`src/rtl/render_pkg.sv`:
```
package render_pkg;

        //////////////////////////////////////////////////
        // widths and alpha weights
        //////////////////////////////////////////////////

        localparam int PIXEL_W   = 32;
        localparam int CHAN_W    = 8;

        // weight of a full source 1 pixel, weights are a and ALPHA_ONE-a
        localparam int ALPHA_ONE = 256;

        // three argb colour channels or six rgb565 fields
        localparam int SLOTS     = 6;

        //////////////////////////////////////////////////
        // pixel word layouts
        //////////////////////////////////////////////////

        typedef struct packed {
                logic [CHAN_W-1:0] a;
                logic [CHAN_W-1:0] r;
                logic [CHAN_W-1:0] g;
                logic [CHAN_W-1:0] b;
        } argb8888_t;

        typedef struct packed {
                logic [4:0] r;
                logic [5:0] g;
                logic [4:0] b;
        } rgb565_t;

        typedef struct packed {
                rgb565_t hi;
                rgb565_t lo;
        } rgb565_pair_t;

        // same 32 bits, decoded by the colour format bit
        typedef union packed {
                argb8888_t    argb;
                rgb565_pair_t rgb;
        } pixel_word_t;

        // one weighted channel, 8 bit colour times 9 bit weight
        typedef logic [15:0] blend_prod_t;

endpackage

```
`src/rtl/pixel_fifo.sv`:
```
`timescale 1ns/1ns

module pixel_fifo
        import render_pkg::*;
#(
        parameter int DEPTH      = 16,
        parameter int ALMOST_GAP = 2
) (
        input  logic        i_wire_clock,
        input  logic        i_rst,
        input  logic        i_write,
        input  pixel_word_t i_data,
        input  logic        i_read,
        output pixel_word_t o_data,
        output logic        o_full,
        output logic        o_almost_full,
        output logic        o_empty
);

        localparam int AW    = $clog2(DEPTH);
        localparam int CNT_W = AW + 1;

        // almost full once fewer than ALMOST_GAP+1 slots are free
        localparam logic [CNT_W-1:0] FULL_LEVEL = CNT_W'(DEPTH);
        localparam logic [CNT_W-1:0] AF_LEVEL   = CNT_W'(DEPTH - ALMOST_GAP - 1);

        pixel_word_t        mem [DEPTH];
        logic [AW-1:0]      wr_ptr;
        logic [AW-1:0]      rd_ptr;
        logic [CNT_W-1:0]   count;

        //////////////////////////////////////////////////
        // storage
        //////////////////////////////////////////////////

        always_ff @(posedge i_wire_clock) begin
                if (i_write) begin
                        mem[wr_ptr] <= i_data;
                end
        end

        // first word fall through
        assign o_data = mem[rd_ptr];

        //////////////////////////////////////////////////
        // pointers and occupancy
        //////////////////////////////////////////////////

        always_ff @(posedge i_wire_clock) begin
                if (i_rst) begin
                        wr_ptr <= '0;
                        rd_ptr <= '0;
                        count  <= '0;
                end else begin
                        if (i_write) begin
                                wr_ptr <= wr_ptr + 1'b1;
                        end
                        if (i_read) begin
                                rd_ptr <= rd_ptr + 1'b1;
                        end
                        case ({i_write, i_read})
                                2'b10:   count <= count + 1'b1;
                                2'b01:   count <= count - 1'b1;
                                default: count <= count;
                        endcase
                end
        end

        // flags straight from the count
        assign o_full        = (count == FULL_LEVEL);
        assign o_almost_full = (count > AF_LEVEL);
        assign o_empty       = (count == '0);

endmodule

```
`src/rtl/blend_multiply.sv`:
```
`timescale 1ns/1ns

module blend_multiply
        import render_pkg::*;
(
        input  logic                          i_wire_clock,
        input  logic                          i_rst,
        input  logic                          i_argb_mode,
        input  logic [CHAN_W-1:0]             i_blend_alpha,
        input  pixel_word_t                   i_src1,
        input  pixel_word_t                   i_src2,
        input  logic                          i_src1_empty,
        input  logic                          i_src2_empty,
        input  logic                          i_out_almost_full,
        output logic                          o_pop,
        output blend_prod_t [SLOTS-1:0]       o_prod1,
        output blend_prod_t [SLOTS-1:0]       o_prod2,
        output logic [CHAN_W-1:0]             o_alpha,
        output logic                          o_valid
);

        logic [CHAN_W-1:0]              alpha_sel;
        logic [CHAN_W:0]                w1;
        logic [CHAN_W:0]                w2;
        logic [SLOTS-1:0][CHAN_W-1:0]   chan1;
        logic [SLOTS-1:0][CHAN_W-1:0]   chan2;

        // spread one word over the channel slots
        // argb: b g r a, rgb565: lo b g r then hi b g r
        function automatic logic [SLOTS-1:0][CHAN_W-1:0] slot_chan(
                input pixel_word_t w,
                input logic        argb
        );
                logic [SLOTS-1:0][CHAN_W-1:0] c;
                c = '0;
                if (argb) begin
                        c[0] = w.argb.b;
                        c[1] = w.argb.g;
                        c[2] = w.argb.r;
                        c[3] = w.argb.a;
                end else begin
                        c[0] = CHAN_W'(w.rgb.lo.b);
                        c[1] = CHAN_W'(w.rgb.lo.g);
                        c[2] = CHAN_W'(w.rgb.lo.r);
                        c[3] = CHAN_W'(w.rgb.hi.b);
                        c[4] = CHAN_W'(w.rgb.hi.g);
                        c[5] = CHAN_W'(w.rgb.hi.r);
                end
                return c;
        endfunction

        // both sources ready and room for everything in flight
        assign o_pop = !i_src1_empty && !i_src2_empty && !i_out_almost_full;

        assign alpha_sel = i_argb_mode ? i_src1.argb.a : i_blend_alpha;
        assign w1        = {1'b0, alpha_sel};
        assign w2        = (CHAN_W+1)'(ALPHA_ONE) - w1;

        assign chan1 = slot_chan(i_src1, i_argb_mode);
        assign chan2 = slot_chan(i_src2, i_argb_mode);

        //////////////////////////////////////////////////
        // stage 1 registers
        //////////////////////////////////////////////////

        always_ff @(posedge i_wire_clock) begin
                for (int k = 0; k < SLOTS; k++) begin
                        o_prod1[k] <= 16'(chan1[k]) * 16'(w1);
                        o_prod2[k] <= 16'(chan2[k]) * 16'(w2);
                end
                o_alpha <= i_src1.argb.a;
        end

        always_ff @(posedge i_wire_clock) begin
                if (i_rst) begin
                        o_valid <= 1'b0;
                end else begin
                        o_valid <= o_pop;
                end
        end

endmodule

```
`src/rtl/blend_combine.sv`:
```
`timescale 1ns/1ns

module blend_combine
        import render_pkg::*;
(
        input  logic                          i_wire_clock,
        input  logic                          i_rst,
        input  logic                          i_argb_mode,
        input  blend_prod_t [SLOTS-1:0]       i_prod1,
        input  blend_prod_t [SLOTS-1:0]       i_prod2,
        input  logic [CHAN_W-1:0]             i_alpha,
        input  logic                          i_valid,
        output logic                          o_write,
        output pixel_word_t                   o_data
);

        blend_prod_t [SLOTS-1:0]        sum;
        logic [SLOTS-1:0][CHAN_W-1:0]   chan;
        pixel_word_t                    word;

        // weights add up to 256 so the sum never overflows 16 bits
        always_comb begin
                for (int k = 0; k < SLOTS; k++) begin
                        sum[k]  = i_prod1[k] + i_prod2[k];
                        chan[k] = sum[k][15:8];
                end
        end

        //////////////////////////////////////////////////
        // repack by colour format
        //////////////////////////////////////////////////

        always_comb begin
                word = '0;
                if (i_argb_mode) begin
                        // alpha passes through from source 1
                        word.argb.a = i_alpha;
                        word.argb.r = chan[2];
                        word.argb.g = chan[1];
                        word.argb.b = chan[0];
                end else begin
                        word.rgb.lo.b = chan[0][4:0];
                        word.rgb.lo.g = chan[1][5:0];
                        word.rgb.lo.r = chan[2][4:0];
                        word.rgb.hi.b = chan[3][4:0];
                        word.rgb.hi.g = chan[4][5:0];
                        word.rgb.hi.r = chan[5][4:0];
                end
        end

        //////////////////////////////////////////////////
        // stage 2 registers, feed the output fifo
        //////////////////////////////////////////////////

        always_ff @(posedge i_wire_clock) begin
                o_data <= word;
        end

        always_ff @(posedge i_wire_clock) begin
                if (i_rst) begin
                        o_write <= 1'b0;
                end else begin
                        o_write <= i_valid;
                end
        end

endmodule

```
`src/rtl/render_blend_top.sv`:
```
`timescale 1ns/1ns

module render_blend_top
        import render_pkg::*;
#(
        parameter int DEPTH      = 16,
        parameter int ALMOST_GAP = 2
) (
        input  logic                i_wire_clock,
        input  logic                i_rst,
        input  logic                i_argb_mode,
        input  logic [PIXEL_W-1:0]  i_blend,
        input  logic                i_src1_write,
        input  pixel_word_t         i_src1_data,
        output logic                o_src1_full,
        input  logic                i_src2_write,
        input  pixel_word_t         i_src2_data,
        output logic                o_src2_full,
        input  logic                i_out_read,
        output pixel_word_t         o_out_data,
        output logic                o_out_empty
);

        pixel_word_t                src1_head;
        pixel_word_t                src2_head;
        logic                       src1_empty;
        logic                       src2_empty;
        logic                       pop;
        logic                       out_almost_full;
        blend_prod_t [SLOTS-1:0]    prod1;
        blend_prod_t [SLOTS-1:0]    prod2;
        logic [CHAN_W-1:0]          alpha;
        logic                       valid;
        logic                       out_write;
        pixel_word_t                out_word;

        //////////////////////////////////////////////////
        // source fifos
        //////////////////////////////////////////////////

        pixel_fifo #(.DEPTH(DEPTH), .ALMOST_GAP(ALMOST_GAP)) u_src1_fifo (
                .i_wire_clock  (i_wire_clock),
                .i_rst         (i_rst),
                .i_write       (i_src1_write),
                .i_data        (i_src1_data),
                .i_read        (pop),
                .o_data        (src1_head),
                .o_full        (o_src1_full),
                .o_almost_full (),
                .o_empty       (src1_empty)
        );

        pixel_fifo #(.DEPTH(DEPTH), .ALMOST_GAP(ALMOST_GAP)) u_src2_fifo (
                .i_wire_clock  (i_wire_clock),
                .i_rst         (i_rst),
                .i_write       (i_src2_write),
                .i_data        (i_src2_data),
                .i_read        (pop),
                .o_data        (src2_head),
                .o_full        (o_src2_full),
                .o_almost_full (),
                .o_empty       (src2_empty)
        );

        //////////////////////////////////////////////////
        // blend pipeline
        //////////////////////////////////////////////////

        // only the low byte of the blend register is the global alpha
        blend_multiply u_blend_multiply (
                .i_wire_clock      (i_wire_clock),
                .i_rst             (i_rst),
                .i_argb_mode       (i_argb_mode),
                .i_blend_alpha     (i_blend[CHAN_W-1:0]),
                .i_src1            (src1_head),
                .i_src2            (src2_head),
                .i_src1_empty      (src1_empty),
                .i_src2_empty      (src2_empty),
                .i_out_almost_full (out_almost_full),
                .o_pop             (pop),
                .o_prod1           (prod1),
                .o_prod2           (prod2),
                .o_alpha           (alpha),
                .o_valid           (valid)
        );

        blend_combine u_blend_combine (
                .i_wire_clock (i_wire_clock),
                .i_rst        (i_rst),
                .i_argb_mode  (i_argb_mode),
                .i_prod1      (prod1),
                .i_prod2      (prod2),
                .i_alpha      (alpha),
                .i_valid      (valid),
                .o_write      (out_write),
                .o_data       (out_word)
        );

        // output fifo, almost full leaves room for the two words in flight
        pixel_fifo #(.DEPTH(DEPTH), .ALMOST_GAP(ALMOST_GAP)) u_out_fifo (
                .i_wire_clock  (i_wire_clock),
                .i_rst         (i_rst),
                .i_write       (out_write),
                .i_data        (out_word),
                .i_read        (i_out_read),
                .o_data        (o_out_data),
                .o_full        (),
                .o_almost_full (out_almost_full),
                .o_empty       (o_out_empty)
        );

endmodule

```
`config.mk`:
```
export PLATFORM = sky130hd
export DESIGN_NAME = render_blend_top
export DESIGN_NICKNAME = d
export VERILOG_FILES = /design/src/rtl/render_pkg.sv /design/src/rtl/pixel_fifo.sv /design/src/rtl/blend_multiply.sv /design/src/rtl/blend_combine.sv /design/src/rtl/render_blend_top.sv
export SDC_FILE = /design/constraint.sdc
export NUM_CORES = 2
export LEC_CHECK = 0
export CAP_MARGIN = 20
export CORE_ASPECT_RATIO = 1.4
export CORE_MARGIN = 3
export CORE_UTILIZATION = 40
export CTS_CLUSTER_DIAMETER = 100
export DETAILED_ROUTE_END_ITERATION = 10
export DONT_BUFFER_PORTS = 1
export GPL_TIMING_DRIVEN = 0
export PLACE_DENSITY_LB_ADDON = 0.05
export SLEW_MARGIN = 20
export SYNTH_ARGS = -nofsm -noshare
export SYNTH_HDL_FRONTEND = slang
export SYNTH_SLANG_ARGS = --single-unit
```
`constraint.sdc`:
```
create_clock -name i_wire_clock -period 10.14 [get_ports i_wire_clock]
set_clock_uncertainty 0.15 [all_clocks]
set_input_delay 0.507 -clock i_wire_clock [delete_from_list [all_inputs] [get_ports i_wire_clock]]
set_output_delay 0.507 -clock i_wire_clock [all_outputs]
set_load 0.01 [all_outputs]
```
==> key figures <==
Status
  • Status: finished clean

Clocking
  • CTS Buf Count: 186
  • Clock transition at path regs: 0.07 ns
  • TritonCTS clock tree: done
  • # Post-CTS Setup Buffers: 0
  • Clock Latency Late Sink: 0.86 ns
  • CTS Buffer Depth: 4
  • Max H-tree Level: 4
  • CTS Root Cell: clkbuf_16
  • Clk sinks: 1805

Drt
  • Drt pass-1 iters: 7
  • Vias per cell: 5.24
  • Post-Route M1 WL: 96.2 mm
  • Detailed-route via count: 48500
  • Avg WL per Cell: 27.2 um
  • Post-route DRC: 0
  • Met3 Routed Length: 9.58 mm
  • Wire length on met2: 135 mm
  • Detailed Route WL: 252 mm
  • DRT iter0 DRCs: 2711
  • Highest Signal Layer: met5
  • Routed Antenna Nets: 0

Floorplan
  • Initial Utilization: 40.3%
  • Die span in x: 405 um
  • Core Area: 221000 um^2
  • Total die area: 229000 um^2
  • FP Rows: 204
  • # IOs: 137
  • Die Ht: 565 um

Worst setup path
  • Startpoint Class: register
  • CP peak stage delay: 0.69 ns
  • Worst Setup Path Type: reg2reg
  • Most used cell, CP: o21ai_0
  • Critical path fanouts, max: 11
  • WP data arrival: 10.22 ns
  • Crit. End Element: register
  • Slowest CP cell: ha_2
  • CP Data Required Time: 10.62 ns

Power
  • Clock power share: 24.1%
  • Sequential Power Share: 33.8%
  • Combinational Power Share: 42.1%
  • Switching Share: 38.0%
  • VDD IR max: 0.340 mV
  • Net Switching: 10800 uW
  • Internal power: 17600 uW
  • Overall Power: 28500 uW
  • P per Cell Area: 282 nW/um^2
  • Pleak: 0.0379 uW

Global route
  • Largest net degree at the start of global routing: 33
  • Number of global-route vias before repair: 52500
  • Initial antenna violation count: 33
  • Total gr overflow: 0
  • Gr usage total: 22.4%
  • First-pass GRT wire length: 367 mm

Cells and area
  • FF+latch area: 51500 um^2
  • Fraction of layout cells with a size suffix above 1: 16.4%
  • Design Area, Final: 101000 um^2
  • # nets final: 7148
  • Final Util: 45.7%
  • Syn-to-layout area delta: 13.4%
  • Fin cells: 9261
  • Fill count: 19600
  • Multi-input gate area: 34500 um^2

Logic synthesis
  • Mapped cell area: 89200 um^2
  • EDFF count, synth: 1536
  • Syn nets: 6842
  • Sequential cell area fraction in the yosys report: 57.8%
  • Gate Count Post-Synth: 5872
  • Largest cells by area after synthesis: edfxtp_1 52%, mux4_2 12%, fa_1 8.9%
  • Combinational family with the most area after synthesis: adder cells
  • Simple-gate share of the synthesized area: 6.23%
  • Syn Area/Cell: 15.2 um^2
  • Post-synthesis adder-cell area fraction: 15.5%
  • Unique masters post-synth: 63
  • Synth Area in Compound Gates: 2.27%
  • Mux share of post-synthesis cell area: 12.3%
  • Post-synth top cells: 1536 x edfxtp_1, 675 x inv_1, 541 x nor2_1
  • Top FF cell, synth: edfxtp_1
  • Yosys reg bits: 1805
  • Yosys top cell area share: 51.7%
  • Post-synth ARST share: 0%
  • Area leader, netlist: edfxtp_1
  • Synth warn: 0
  • Most common cell in the netlist: edfxtp_1
  • Post-Synth XOR/XNOR Area: 2.03%

STA
  • F_max: 0.103 GHz
  • Tightest Pin Transition: 1.23 ns
  • Setup TNS: 0 ns
  • Max Slew Vio Count: 0
  • Final Hold Viols: 0
  • Crit share post-route: 96.1%
  • Final setup violation count: 0
  • Min Tclk post-route: 9.75 ns
  • Slew headroom: 17.9%

Placement
  • DP Cell Count: 8806
  • DP Wirelength: 177 mm
  • Buffers on Ports: 0
  • Placed inst area: 94100 um^2
  • GPL Wtd Cong: 0.849

Job
  • Max cap viols: 0

Hold path
  • Worst hold-check path type: in2reg
==> cell type report <==
cell class	count	area share (%)
buffer	207	0.905
antenna	52	0.129
clock buffer	240	5.00
timing repair buffer	120	1.76
tap	2884	3.57
inverter	682	2.54
clock inverter	95	0.984
sequential	1805	50.9
multi-input combinational	3176	34.2
==> critical path: cells and delay by family (launching register included) <==
kind / cells / cell delay, ns
buffers and inverters: 9 / 2.32
AO/OA/AOI/OAI: 7 / 1.68
XOR/XNOR: 1 / 0.28
adder cells (fa/ha/maj): 6 / 2.39
flip-flops: 1 / 0.46
multiplexers: 3 / 0.77
AND/OR/NAND/NOR: 5 / 1.40
==> final timing paths <==
path / startpoint / end / slack, ns / depth (start not counted)
worst min register to register: u_blend_multiply.o_valid$_SDFF_PP0_ / u_blend_combine.o_write$_SDFF_PP0_ / 0.32 / 1
worst min-delay path: i_blend[1] / u_blend_multiply.o_prod1[81]$_DFF_P_ / 0.08 / 3
worst max-delay path: register / u_blend_multiply.o_prod2[13]$_DFF_P_ / 0.39 / 31
worst max register to register: register / u_blend_multiply.o_prod2[13]$_DFF_P_ / 0.39 / 31
==> routing by layer <==
metal | global-route usage [%] | vias to the layer above
met4 | 8.78 | 26
met1 | 26.1 | 25500
met2 | 41.3 | 872
met3 | 3.10 | 420
met5 | 0 | -
li1 | - | 21700
==> flip-flops by register name, summed over array words and instances (netlist names), named ones only <==
name	count
u_blend_multiply.o_alpha	8
u_blend_multiply.o_prod1	88
u_out_fifo.wr_ptr	4
u_src2_fifo.wr_ptr	4
u_src2_fifo.rd_ptr	4
u_blend_combine.o_write	1
u_out_fifo.rd_ptr	4
u_out_fifo.mem	512
u_src1_fifo.mem	512
u_blend_multiply.o_prod2	88
u_blend_multiply.o_valid	1
u_blend_combine.o_data	32
u_out_fifo.count	5
u_src1_fifo.wr_ptr	4
u_src2_fifo.mem	512
u_src1_fifo.rd_ptr	4
u_src1_fifo.count	5
u_src2_fifo.count	5
==> per-stage QoR <==
stage / setup slack [ns] / hold WS [ns]
5_1_grt: -0.0345 / 0.0729
6_report: 0.392 / 0.0809
3_3_place_gp: -2.11 / 0.319
2_1_floorplan: 2.80 / 0.256
4_1_cts: 0.0759 / 0.0408
3_5_place_dp: -1.37 / 0.317
==> kinds of logic after synthesis <==
logic type,count (synthesis)
compound gates,341
xor+xnor,204
fa+ha+maj,868
buf+inv,891
flops,1805
mux,520
simple gates,1243
==> cells in the final DEF (no fill, tap or decap), types with 11 or more instances in the layout <==
cell type / synthesis / final
fa_1: 395 / 395
clkinv_1: 3 / 25
and2_4: 0 / 48
nand2_1: 327 / 327
or3_1: 12 / 12
clkbuf_16: 0 / 187
ha_1: 473 / 472
and2_1: 89 / 41
nand2b_1: 37 / 37
diode_2: 0 / 52
nand3_1: 31 / 31
a21o_1: 36 / 36
xnor2_1: 143 / 137
buf_12: 0 / 19
mux2i_1: 46 / 37
buf_2: 33 / 49
buf_16: 0 / 21
mux4_2: 463 / 463
dfxtp_1: 269 / 269
a21boi_0: 22 / 22
o21ai_0: 96 / 96
or2_2: 54 / 54
clkbuf_8: 0 / 18
xor2_1: 58 / 56
dlygate4sd3_1: 0 / 69
clkinv_2: 0 / 34
nor3_1: 32 / 32
mux2_2: 11 / 11
nor2b_1: 46 / 46
bufinv_16: 0 / 16
a21oi_1: 126 / 126
and3_1: 39 / 39
clkbuf_1: 134 / 149
edfxtp_1: 1536 / 1536
clkbuf_2: 0 / 19
nor2_1: 541 / 541
inv_1: 675 / 674
o21a_1: 12 / 12
buf_1: 34 / 16
==> repair_timing <==
item | CTS | global route
setup endpoints to repair | 24 | 6
hold buffers | 69 | 0
endpoints found under the hold margin | 1048 | 0
gates resized for setup | 9 | 13
==> power by group through the flow <==
stage	combinational (uW)	clock [uW]	sequential, uW
3_5_place_dp	12000	0	9800
2_1_floorplan	7950	0	9430
4_1_cts	12200	7060	9640
5_1_grt	13600	7340	9680
6_report	12000	6860	9620
3_3_place_gp	11900	0	9790
Note: power is estimated with default switching activity, not from simulation.
